--- src/common/uart_slave_config.svh ---
`ifndef UART_SLAVE_CONFIG_SVH
`define UART_SLAVE_CONFIG_SVH

// width of one data word on wd, rd and both uart links
`define UART_SLAVE_DATA_WIDTH 32

// slave address field in the control frame
`define UART_SLAVE_ID_WIDTH 2
`define UART_SLAVE_ID 2'd1

// leading bits of every control frame
`define UART_SLAVE_START_CODE 3'b111

// acknowledgement bytes exchanged with the neighbour boards
`define UART_SLAVE_ACK_CODE 8'b11001100
`define UART_SLAVE_NAK_CODE 8'b10101010

// cycles to wait for an ack after each send attempt
`define UART_SLAVE_ACK_TIMEOUT 64
// total send attempts before giving up
`define UART_SLAVE_RETX_TIMES 3

// start bits + slave id + r/w bit
`define UART_SLAVE_FRAME_LEN (3 + `UART_SLAVE_ID_WIDTH + 1)

`endif
--- src/common/uart_slave_pkg.sv ---
`include "uart_slave_config.svh"

package uart_slave_pkg;

    // one word moved between master and uart links
    typedef logic [`UART_SLAVE_DATA_WIDTH-1:0] data_word_t;

    // address field of a control frame
    typedef logic [`UART_SLAVE_ID_WIDTH-1:0] slave_id_t;

    // ack or nak byte on the uart links
    typedef logic [7:0] ack_byte_t;

    // upper half of the last ack/nak byte, 0000 until the first write ends
    typedef logic [3:0] status_nibble_t;

    // decoded control frame
    typedef struct packed {
        logic      rw;
        slave_id_t id;
    } frame_t;

    // request toward a uart transmitter
    typedef struct packed {
        logic       start;
        data_word_t data;
    } uart_tx_req_t;

    // response from a uart receiver, data valid with done
    typedef struct packed {
        logic       done;
        data_word_t data;
    } uart_rx_rsp_t;

    // top level bus states
    typedef enum logic [1:0] {
        IDLE,
        WRITE_DATA,
        WRITE_WAIT,
        READ
    } seq_state_t;

    // status reported to the master for a given ack byte
    function automatic status_nibble_t status_of(ack_byte_t code);
        return code[7:4];
    endfunction

    // byte payloads sit in the low bits of a uart word
    function automatic data_word_t byte_word(ack_byte_t code);
        return data_word_t'(code);
    endfunction

endpackage

--- src/source/uart_bus_slave.sv ---
`timescale 1ns/100ps

module uart_bus_slave import uart_slave_pkg::*; (
    input  logic         clk,
    input  logic         rstN,
    input  logic         control,
    input  logic         wd,
    input  logic         valid,
    input  logic         s_tx_ready,
    input  logic         g_tx_ready,
    input  uart_rx_rsp_t s_rx,
    input  uart_rx_rsp_t g_rx,
    output logic         rd,
    output logic         ready,
    output uart_tx_req_t s_tx,
    output uart_tx_req_t g_tx
);

    logic           listen;
    logic           frame_hit;
    frame_t         frame;
    logic           write_go;
    logic           read_go;
    logic           write_taken;
    logic           write_done;
    logic           read_shift;
    logic           read_done;
    status_nibble_t link_status;

    frame_decoder frame_decoder_i (
        .clk       (clk),
        .rstN      (rstN),
        .listen    (listen),
        .control   (control),
        .frame_hit (frame_hit),
        .frame     (frame)
    );

    slave_sequencer slave_sequencer_i (
        .clk         (clk),
        .rstN        (rstN),
        .frame_hit   (frame_hit),
        .frame       (frame),
        .write_taken (write_taken),
        .write_done  (write_done),
        .read_shift  (read_shift),
        .read_done   (read_done),
        .listen      (listen),
        .write_go    (write_go),
        .read_go     (read_go),
        .ready       (ready)
    );

    // master to send-side uart
    write_channel write_channel_i (
        .clk         (clk),
        .rstN        (rstN),
        .write_go    (write_go),
        .valid       (valid),
        .wd          (wd),
        .s_tx_ready  (s_tx_ready),
        .s_rx        (s_rx),
        .s_tx        (s_tx),
        .write_taken (write_taken),
        .write_done  (write_done),
        .link_status (link_status)
    );

    // get-side uart to master
    read_channel read_channel_i (
        .clk         (clk),
        .rstN        (rstN),
        .read_go     (read_go),
        .g_rx        (g_rx),
        .g_tx_ready  (g_tx_ready),
        .link_status (link_status),
        .g_tx        (g_tx),
        .rd          (rd),
        .read_shift  (read_shift),
        .read_done   (read_done)
    );

endmodule

--- src/read_channel/read_channel.sv ---
`timescale 1ns/100ps

`include "uart_slave_config.svh"

module read_channel import uart_slave_pkg::*; (
    input  logic           clk,
    input  logic           rstN,
    input  logic           read_go,
    input  uart_rx_rsp_t   g_rx,
    input  logic           g_tx_ready,
    input  status_nibble_t link_status,
    output uart_tx_req_t   g_tx,
    output logic           rd,
    output logic           read_shift,
    output logic           read_done
);

    localparam int DATA_W    = `UART_SLAVE_DATA_WIDTH;
    localparam int STAT_W    = $bits(status_nibble_t);
    localparam int SHIFT_LEN = STAT_W + DATA_W;
    localparam int CNT_W     = $clog2(SHIFT_LEN);

    localparam logic [CNT_W-1:0] LAST_BIT = CNT_W'(SHIFT_LEN - 1);

    typedef enum logic [1:0] {
        R_IDLE,
        R_WAIT_RX,
        R_ACK,
        R_SHIFT
    } rd_state_t;

    rd_state_t            state;
    logic [CNT_W-1:0]     bit_cnt;
    logic [SHIFT_LEN-1:0] out_sr;
    logic                 ack_send;

    // ack byte back to the previous board once the word is held
    assign ack_send   = (state == R_ACK) && g_tx_ready;
    assign g_tx.start = ack_send;
    assign g_tx.data  = byte_word(`UART_SLAVE_ACK_CODE);

    assign read_shift = (state == R_SHIFT);
    assign rd         = read_shift ? out_sr[SHIFT_LEN-1] : 1'b0;

    // status nibble on top of the word, shifted out msb first
    always_ff @(posedge clk) begin
        if ((state == R_WAIT_RX) && g_rx.done) begin
            out_sr[DATA_W-1:0] <= g_rx.data;
        end else if (ack_send) begin
            out_sr[SHIFT_LEN-1 -: STAT_W] <= link_status;
        end else if (read_shift) begin
            out_sr <= {out_sr[SHIFT_LEN-2:0], 1'b0};
        end
    end

    always_ff @(posedge clk or negedge rstN) begin
        if (!rstN) begin
            state     <= R_IDLE;
            bit_cnt   <= '0;
            read_done <= 1'b0;
        end else begin
            read_done <= 1'b0;
            case (state)
                R_IDLE: begin
                    if (read_go) begin
                        state <= R_WAIT_RX;
                    end
                end
                R_WAIT_RX: begin
                    if (g_rx.done) begin
                        state <= R_ACK;
                    end
                end
                R_ACK: begin
                    if (ack_send) begin
                        state   <= R_SHIFT;
                        bit_cnt <= '0;
                    end
                end
                R_SHIFT: begin
                    // master cannot stall, one bit every cycle
                    bit_cnt <= bit_cnt + 1'b1;
                    if (bit_cnt == LAST_BIT) begin
                        state     <= R_IDLE;
                        read_done <= 1'b1;
                    end
                end
                default: begin
                    state <= R_IDLE;
                end
            endcase
        end
    end

    // a new read only arrives once the previous shift is over
    a_go_when_idle : assert property (@(posedge clk) disable iff (!rstN)
        read_go |-> (state == R_IDLE))
        else $error("read started while the read channel was busy");

endmodule

--- src/write_channel/write_channel.sv ---
`timescale 1ns/100ps

`include "uart_slave_config.svh"

module write_channel import uart_slave_pkg::*; (
    input  logic           clk,
    input  logic           rstN,
    input  logic           write_go,
    input  logic           valid,
    input  logic           wd,
    input  logic           s_tx_ready,
    input  uart_rx_rsp_t   s_rx,
    output uart_tx_req_t   s_tx,
    output logic           write_taken,
    output logic           write_done,
    output status_nibble_t link_status
);

    localparam int DATA_W  = `UART_SLAVE_DATA_WIDTH;
    localparam int BIT_W   = $clog2(DATA_W);
    localparam int TIMER_W = $clog2(`UART_SLAVE_ACK_TIMEOUT);
    localparam int TRY_W   = $clog2(`UART_SLAVE_RETX_TIMES + 1);

    localparam logic [BIT_W-1:0]   LAST_BIT  = BIT_W'(DATA_W - 1);
    localparam logic [TIMER_W-1:0] LAST_TICK = TIMER_W'(`UART_SLAVE_ACK_TIMEOUT - 1);
    localparam logic [TRY_W-1:0]   MAX_TRIES = TRY_W'(`UART_SLAVE_RETX_TIMES);

    typedef enum logic [1:0] {
        W_IDLE,
        W_RECV,
        W_LAUNCH,
        W_WAIT
    } wr_state_t;

    wr_state_t          state;
    logic [BIT_W-1:0]   bit_cnt;
    logic [TIMER_W-1:0] ack_timer;
    logic [TRY_W-1:0]   tries;
    data_word_t         word_sr;
    logic               launch;

    // start only goes out while the transmitter can take it
    assign launch     = (state == W_LAUNCH) && s_tx_ready;
    assign s_tx.start = launch;
    assign s_tx.data  = word_sr;

    // msb first, paused whenever valid is low
    always_ff @(posedge clk) begin
        if ((state == W_RECV) && valid) begin
            word_sr <= {word_sr[DATA_W-2:0], wd};
        end
    end

    always_ff @(posedge clk or negedge rstN) begin
        if (!rstN) begin
            state       <= W_IDLE;
            bit_cnt     <= '0;
            ack_timer   <= '0;
            tries       <= '0;
            write_taken <= 1'b0;
            write_done  <= 1'b0;
            link_status <= '0;
        end else begin
            write_taken <= 1'b0;
            write_done  <= 1'b0;
            case (state)
                W_IDLE: begin
                    if (write_go) begin
                        state   <= W_RECV;
                        bit_cnt <= '0;
                    end
                end
                W_RECV: begin
                    if (valid) begin
                        bit_cnt <= bit_cnt + 1'b1;
                        if (bit_cnt == LAST_BIT) begin
                            state       <= W_LAUNCH;
                            tries       <= '0;
                            write_taken <= 1'b1;
                        end
                    end
                end
                W_LAUNCH: begin
                    if (launch) begin
                        state     <= W_WAIT;
                        ack_timer <= '0;
                        tries     <= tries + 1'b1;
                    end
                end
                W_WAIT: begin
                    if (s_rx.done) begin
                        // anything other than the ack byte counts as nak
                        if (s_rx.data == byte_word(`UART_SLAVE_ACK_CODE)) begin
                            link_status <= status_of(`UART_SLAVE_ACK_CODE);
                        end else begin
                            link_status <= status_of(`UART_SLAVE_NAK_CODE);
                        end
                        write_done <= 1'b1;
                        state      <= W_IDLE;
                    end else if (ack_timer == LAST_TICK) begin
                        if (tries == MAX_TRIES) begin
                            // link silent on every attempt
                            link_status <= status_of(`UART_SLAVE_NAK_CODE);
                            write_done  <= 1'b1;
                            state       <= W_IDLE;
                        end else begin
                            state <= W_LAUNCH;
                        end
                    end else begin
                        ack_timer <= ack_timer + 1'b1;
                    end
                end
                default: begin
                    state <= W_IDLE;
                end
            endcase
        end
    end

    // never more send attempts than the retransmit budget
    a_tx_tries_limit : assert property (@(posedge clk) disable iff (!rstN)
        s_tx.start |-> (tries < MAX_TRIES))
        else $error("send uart started beyond the attempt limit");

endmodule

--- src/source/slave_sequencer.sv ---
`timescale 1ns/100ps

module slave_sequencer import uart_slave_pkg::*; (
    input  logic   clk,
    input  logic   rstN,
    input  logic   frame_hit,
    input  frame_t frame,
    input  logic   write_taken,
    input  logic   write_done,
    input  logic   read_shift,
    input  logic   read_done,
    output logic   listen,
    output logic   write_go,
    output logic   read_go,
    output logic   ready
);

    seq_state_t state;
    seq_state_t state_next;

    // only an idle slave looks at the control line
    assign listen   = (state == IDLE);
    assign write_go = listen && frame_hit && frame.rw;
    assign read_go  = listen && frame_hit && !frame.rw;

    // ready drops together with write_taken after the last data bit
    assign ready = ((state == WRITE_DATA) && !write_taken) || read_shift;

    always_comb begin
        state_next = state;
        case (state)
            IDLE: begin
                if (write_go) begin
                    state_next = WRITE_DATA;
                end else if (read_go) begin
                    state_next = READ;
                end
            end
            WRITE_DATA: begin
                if (write_taken) begin
                    state_next = WRITE_WAIT;
                end
            end
            WRITE_WAIT: begin
                // uart send and ack handling run in the write channel
                if (write_done) begin
                    state_next = IDLE;
                end
            end
            READ: begin
                if (read_done) begin
                    state_next = IDLE;
                end
            end
            default: begin
                state_next = IDLE;
            end
        endcase
    end

    always_ff @(posedge clk or negedge rstN) begin
        if (!rstN) begin
            state <= IDLE;
        end else begin
            state <= state_next;
        end
    end

    // the read channel only shifts while the bus is held for a read
    a_shift_in_read : assert property (@(posedge clk) disable iff (!rstN)
        read_shift |-> (state == READ))
        else $error("read shift outside the read state");

endmodule

--- src/source/frame_decoder.sv ---
`timescale 1ns/100ps

`include "uart_slave_config.svh"

module frame_decoder import uart_slave_pkg::*; (
    input  logic   clk,
    input  logic   rstN,
    input  logic   listen,
    input  logic   control,
    output logic   frame_hit,
    output frame_t frame
);

    localparam int FRAME_LEN = `UART_SLAVE_FRAME_LEN;
    localparam int CNT_W = $clog2(FRAME_LEN);
    localparam logic [CNT_W-1:0] LAST_BIT = CNT_W'(FRAME_LEN - 1);

    logic [CNT_W-1:0]     bit_cnt;
    logic [FRAME_LEN-1:0] frame_sr;
    logic [FRAME_LEN-1:0] incoming;
    logic                 shift_en;
    logic                 start_ok;
    logic                 id_ok;

    // first start bit opens a frame, then every cycle is one bit
    assign shift_en = (bit_cnt != '0) || (listen && control);
    assign incoming = {frame_sr[FRAME_LEN-2:0], control};

    assign start_ok = (incoming[FRAME_LEN-1 -: 3] == `UART_SLAVE_START_CODE);
    assign id_ok    = (incoming[`UART_SLAVE_ID_WIDTH:1] == slave_id_t'(`UART_SLAVE_ID));

    always_ff @(posedge clk) begin
        if (shift_en) begin
            frame_sr <= incoming;
        end
    end

    always_ff @(posedge clk or negedge rstN) begin
        if (!rstN) begin
            bit_cnt   <= '0;
            frame_hit <= 1'b0;
        end else begin
            frame_hit <= 1'b0;
            if (bit_cnt == '0) begin
                if (listen && control) begin
                    bit_cnt <= bit_cnt + 1'b1;
                end
            end else if (bit_cnt == LAST_BIT) begin
                // wrong start code or foreign id goes back to waiting
                bit_cnt   <= '0;
                frame_hit <= start_ok && id_ok;
            end else begin
                bit_cnt <= bit_cnt + 1'b1;
            end
        end
    end

    // fields stay in the shift register while frame_hit is high
    assign frame.rw = frame_sr[0];
    assign frame.id = frame_sr[`UART_SLAVE_ID_WIDTH:1];

    a_hit_single : assert property (@(posedge clk) disable iff (!rstN)
        frame_hit |=> !frame_hit)
        else $error("frame_hit held for more than one cycle");

endmodule

--- config.mk ---
export PLATFORM = sky130hd
export DESIGN_NAME = uart_bus_slave
export DESIGN_NICKNAME = d
export VERILOG_FILES = /design/src/common/uart_slave_pkg.sv /design/src/source/uart_bus_slave.sv /design/src/read_channel/read_channel.sv /design/src/write_channel/write_channel.sv /design/src/source/slave_sequencer.sv /design/src/source/frame_decoder.sv
export VERILOG_INCLUDE_DIRS = /design/src /design/src/common
export SDC_FILE = /design/constraint.sdc
export NUM_CORES = 1
export LEC_CHECK = 0
export BUFFER_PORTS_ARGS = -buffer_cell sky130_fd_sc_hd__buf_2
export CAP_MARGIN = 5
export CORE_ASPECT_RATIO = 1.75
export CORE_UTILIZATION = 56
export DETAILED_ROUTE_END_ITERATION = 8
export GPL_TIMING_DRIVEN = 0
export PLACE_DENSITY = 0.85
export SETUP_SLACK_MARGIN = 0.05
export SYNTH_ARGS = -nofsm -noshare
export SYNTH_HDL_FRONTEND = slang
export SYNTH_HIERARCHICAL = 1
export SYNTH_SLANG_ARGS = --single-unit
--- constraint.sdc ---
create_clock -name clk -period 4.71 [get_ports clk]
set_clock_uncertainty 0.05 [all_clocks]
set_input_delay 0.2355 -clock clk [delete_from_list [all_inputs] [get_ports clk]]
set_output_delay 0.2355 -clock clk [all_outputs]
set_load 0.01 [all_outputs]
==> results of run 1 <==
## per-stage QoR
step           worst slack, ns   util  instances  power (mW)  area [µm²]
5_1_grt                   1.95  0.717        636        3.18        6040
6_report                  2.21  0.717        636        3.01        6040
4_1_cts                   2.15  0.717        636        3.04        6040
3_3_place_gp              1.49  0.680        617        2.28        5730
2_1_floorplan             2.01      -        394        2.12        5040
3_5_place_dp              2.17  0.682        618        2.34        5740
## registers in the layout, indices dropped and copies added, names as in the netlist
| signal | cells |
|---|---|
| read_channel_i/bit_cnt | 6 |
| read_channel_i/out_sr | 36 |
| write_channel_i/state | 2 |
| write_channel_i/link_status | 3 |
| write_channel_i/ack_timer | 6 |
| slave_sequencer_i/state | 2 |
| frame_decoder_i/frame_hit | 1 |
| write_channel_i/tries | 2 |
| read_channel_i/read_done | 1 |
| write_channel_i/word_sr | 32 |
| write_channel_i/write_taken | 1 |
| frame_decoder_i/bit_cnt | 3 |
| write_channel_i/write_done | 1 |
| frame_decoder_i/frame_sr | 5 |
| write_channel_i/bit_cnt | 5 |
| read_channel_i/state | 2 |
## final cells by class
class,count,share of cell area
repair buffers,111,0.0953
well taps,115,0.0238
flip-flops and latches,108,0.508
multi-input cells,224,0.265
inverters,20,0.0124
clock inverters,6,0.00808
clock buffers,10,0.0379
plain buffers,42,0.0493
## per-layer routing
metal | global-route usage | vias up | share of wire
li1 | - | 1563 | -
met1 | 0.210 | 1512 | 0.39
met2 | 0.356 | 85 | 0.55
met3 | 0.0400 | 16 | 0.041
met4 | 0.104 | 0 | 0.021
met5 | 0 | - | 0
## power groups by stage
stage          clock network, mW  registers (mW)  logic, mW
2_1_floorplan                  0            1.50      0.619
3_3_place_gp                   0            1.52      0.762
3_5_place_dp                   0            1.53      0.805
4_1_cts                    0.718            1.51      0.811
5_1_grt                    0.745            1.54      0.894
6_report                   0.694            1.51      0.805
## worst max-delay path: cells and delay by family (launching register included)
kind | cells | cell delay, ns
buffers and inverters | 2 | 0.35
AND/OR/NAND/NOR | 2 | 0.94
flip-flops | 1 | 0.40
adder cells (fa/ha/maj) | 1 | 0.22
## path summary, 6_finish.rpt
| check | from | to | slack [ns] | depth (start not counted) |
|---|---|---|---|---|
| hold reg to reg | write_channel_i/word_sr[15] | write_channel_i/word_sr[16] | 0.40 | 0 |
| max in group asynchronous | rstN | frame_decoder_i/bit_cnt[1] | 3.65 | 2 |
| hold / removal | control | frame_decoder_i/frame_sr[0] | 0.09 | 1 |
| setup / recovery | read_channel_i/state[1] | read_channel_i/out_sr[21] | 2.21 | 5 |
| setup reg to reg | read_channel_i/state[1] | read_channel_i/out_sr[21] | 2.21 | 5 |
| min in group asynchronous | rstN | read_channel_i/bit_cnt[5] | 0.47 | 2 |
==> results_dict.tcl, run 1 <==
set metrics [dict create \
    max_stage_delay_ns 0.76 \
    pwr-share-comb 0.267 \
    ir_drop_uv 305 \
    crit_required_ns 4.46 \
    chipHeight_um 126 \
    dieArea_mm2 0.00920 \
    rows 44 \
    rsz0062_at_grt "no" \
    p_seq_frac 0.502 \
    multiInputGateArea_mm2 0.00160 \
    worstSetupPathType "reg2reg" \
    slew_headroom 0.170 \
    post_route_cells_drive_above_1_share 0.401 \
    ios 141 \
    slew_violations 0 \
    cts_buffers 9 \
    hold_violations 0 \
    grt_pass1_vias 3130 \
    initial_core_util 0.585 \
    areaGrowthSynthToFinish_pct 22.6 \
    cp_data_arrival_time_ns 2.25 \
    fmax_mhz 400 \
    startpoint_type "register" \
    syn_area_per_cell_um2 13.5 \
    syn-instance-count 364 \
    core_mm2 0.00842 \
    cp_slowest_cell "nand2_1" \
    vias 3176 \
    max_slew.worst_pin.slew_ns 1.24 \
    status "complete, no violations" \
    cts_tree "done" \
    grt_max_degree 36 \
    crit_top_cell "nand2_1" \
    n_fill_cell 607 \
    p_leak_nw 2.67 \
    die_w_um 72.9 \
    dp_hpwl_um 6580 \
    antenna_cells 0 \
    gp_congestion 0.784 \
    avgViaCountPerCell 4.99 \
    final_cell_mix "112 x buf_2, 73 x edfxtp_1, 36 x buf_4" \
    p_int_mw 2.15 \
    worstPathMaxFanout 32 \
    detail-route-antenna-nets 0 \
    clock_latency_ns 0.34 \
    first_pass_iters 4 \
    cts-root-buf "clkbuf_16" \
    clockBufferDepth 2 \
    port_buffers 108 \
    clock_sinks 108 \
    cts_setup_buffers 0 \
    layout_commonest_cell "buf_2" \
    pwr-share-clk 0.230 \
    path_cells "inv_1, ha_1, nand2_1, buf_2, nand2_1" \
    hp-class "in2reg" \
    cts_htree_levels 3 \
    yosysWarnings 6 \
    drc 0 \
    grt_pass1_wl_um 13700 \
    p_switching_uw 865 \
    regArea_mm2 0.00307 \
    routedWlPerCell_um 13.7 \
    antenna_found_initial 0 \
    nets 601 \
    whs_ns 0.0855 \
    period_minus_slack_ns 2.50 \
    syn_area_mm2 0.00493 \
    routed_wl_um 8740 \
    ctsHoldBuffers 2 \
    powerDensity_mw_per_mm2 498 \
    endpoint_kind "register" \
    postCtsResizedCells 0 \
    cap_viol_max_count 0 \
    period_share 0.531 \
    grt_use_total 0.197 \
    grt-ovfl-total 0 \
    setup_viol 0 \
    clk_pin_slew_ns 0.07 \
    drt_iter0_drc 161 \
    p_sw_frac 0.287 \
    tns_ns 0 \
]
(Power assumes the default switching activity.)
==> run 2: changes to the inputs <==
- ABC_AREA: default -> 1
- CORE_UTILIZATION: 56 -> 48
- PLACE_DENSITY: 0.85 -> 0.76
- clock period: 4.71 -> 2.05 ns (I/O delays scaled with it)
==> results_dict.tcl, run 2 <==
set metrics [dict create \
    status "complete, no violations" \
    avgViaCountPerCell 4.74 \
    first_pass_iters 4 \
    grt-ovfl-total 0 \
    ir_drop_uv 881 \
    yosysWarnings 6 \
    syn_area_per_cell_um2 10.8 \
    vias 3852 \
    clock_latency_ns 0.35 \
    cap_viol_max_count 0 \
    cts-root-buf "clkbuf_16" \
    r2r_slack_ns 0.25 \
    syn_area_mm2 0.00541 \
    cts_htree_levels 3 \
    dieArea_mm2 0.0117 \
    detail-route-antenna-nets 0 \
    pwr-share-clk 0.225 \
    chipHeight_um 142 \
    final_cell_mix "108 x buf_2, 101 x nand2_1, 73 x edfxtp_1" \
    p_sw_frac 0.327 \
    areaGrowthSynthToFinish_pct 26.3 \
    routedWlPerCell_um 13.4 \
    drc 0 \
    endpoint_kind "output pin" \
    use_met3 0.0359 \
    power_mw 8.11 \
    drt_iter0_drc 187 \
    syn-instance-count 501 \
    multiInputGateArea_mm2 0.00191 \
    whs_path_depth 2 \
    cts_tree "done" \
    slew_headroom 0.464 \
    grt_max_degree 36 \
    top_regs "read_channel_i/out_sr: 36 flops, write_channel_i/word_sr: 32 flops" \
    p_seq_frac 0.440 \
    max_slew.worst_pin.slew_ns 0.804 \
    dp_hpwl_um 7570 \
    clock_sinks 108 \
    gp_congestion 0.813 \
    slew_violations 0 \
    top_register "read_channel_i/out_sr" \
    final_util 0.619 \
    rsz0062_at_grt "no" \
    hp-start "g_rx[21]" \
    nets 760 \
    largest_reg_flops 36 \
    cts_buffers 9 \
    gr-usage-met2 0.361 \
    grt_use_total 0.200 \
    p_switching_mw 2.65 \
    worstPathMaxFanout 9 \
    p_int_mw 5.46 \
    min_to "read_channel_i/out_sr[21]" \
    layout_commonest_cell "buf_2" \
    period_share 0.925 \
    clk_pin_slew_ns 0.08 \
    ios 141 \
    worstSetupPathType "reg2out" \
    p_leak_nw 3.37 \
    clockBufferDepth 2 \
    pwr-share-comb 0.334 \
    n_fill_cell 904 \
    routed_wl_um 10900 \
    port_buffers 108 \
    crit_required_ns 1.90 \
    die_w_um 82.3 \
    core_mm2 0.0110 \
    regToRegStartpoint "read_channel_i/state[0]" \
    period_minus_slack_ns 1.90 \
    antenna_found_initial 1 \
    post_route_cells_drive_above_1_share 0.340 \
    fmax_mhz 527 \
    initial_core_util 0.490 \
    busiest_layer "met2" \
    cp_data_arrival_time_ns 1.74 \
    r2r-end "read_channel_i/out_sr[5]" \
    hp-class "in2reg" \
    startpoint_type "register" \
    regArea_mm2 0.00307 \
    r2r_cells 6 \
    setup_viol 0 \
    hold_violations 0 \
    grt_pass1_wl_um 17700 \
    grt_pass1_vias 3910 \
    rows 51 \
    powerDensity_mw_per_mm2 1190 \
    grt.met1_usage 0.222 \
]
[run 2: changes by cell type in the layout (fill, tap and decap cells not counted), sizes merged, moves of 4 or more]
cell         change
nand2           +86
inv             +43
nor2            +42
nand3           +29
dlygate4sd3     +20
mux2i           -11
and3             -6
mux2             -6
a22o             -5
buf              +4
nor2b            -4
nor4             -4
[run 2: through the flow]
step | std cells | hold slack (ns) | setup WS, ns | instance area, µm² | setup TNS (ns)
global route | 813 | 0.00199 | 0.0380 | 6840 | 0
detailed placement | 771 | 0.173 | -0.229 | 6240 | -7.27
global placement | 771 | 0.173 | -0.159 | 6240 | -5.02
CTS | 809 | 0.00133 | 0.0597 | 6780 | 0
finish | 813 | 0.0127 | 0.153 | 6840 | 0
floorplan | 531 | -0.243 | 0.117 | 5540 | 0
[run 2: power groups by stage]
stage | combinational, mW | sequential (mW) | clock, mW
final | 2.71 | 3.57 | 1.83
after global routing | 3.00 | 3.65 | 1.95
after CTS | 2.61 | 3.57 | 1.87
after detailed placement | 2.53 | 3.59 | 0
after global placement | 2.37 | 3.56 | 0
after floorplan | 1.90 | 3.55 | 0
[run 2: cell type report]
| type | instances | share of cell area |
|---|---|---|
| plain buffers | 43 | 0.0505 |
| repair buffers | 132 | 0.117 |
| clock buffers | 9 | 0.0329 |
| diodes | 1 | 0.000366 |
| multi-input cells | 320 | 0.279 |
| well taps | 132 | 0.0242 |
| clock inverters | 7 | 0.0132 |
| inverters | 61 | 0.0337 |
| flip-flops and latches | 108 | 0.449 |
[run 2: worst max path at each step]
stage	startpoint	endpoint	cells after the start	slack, ns
floorplan	read_channel_i/state[0]	read_channel_i/out_sr[0]	5	0.12
global placement	read_channel_i/state[0]	read_channel_i/out_sr[16]	5	-0.16
detailed placement	read_channel_i/state[0]	read_channel_i/out_sr[14]	5	-0.23
CTS	read_channel_i/state[0]	read_channel_i/out_sr[5]	5	0.06
global route	read_channel_i/state[0]	g_tx[32]	6	0.04
finish	read_channel_i/state[0]	g_tx[32]	6	0.15
[run 2: worst max-delay path, cell delays in order (launching register included)]
cell and delay, ns:
dfrtp_1 0.41, inv_1 0.10, ha_1 0.26, nand2_4 0.12
clkinv_2 0.18, buf_4 0.18, buf_2 0.13
[run 2: what timing repair did]
action | 4_1_cts | 5_1_grt
setup endpoints to repair | 32 | 32
hold buffers | 21 | 1
gates resized for setup | 1 | 0
setup buffers | 0 | 2
hold endpoints to repair | 55 | 1
cloned | 1 | 0
pin swaps | 1 | 1
[run 2: metal layers]
layer  vias to the layer above  wire (µm)  part of all wire
li1                       1925          -                 -
met1                      1807       4200              0.38
met2                       104       6110              0.56
met3                        16        403             0.037
met4                         0        208             0.019
met5                         -          0                 0
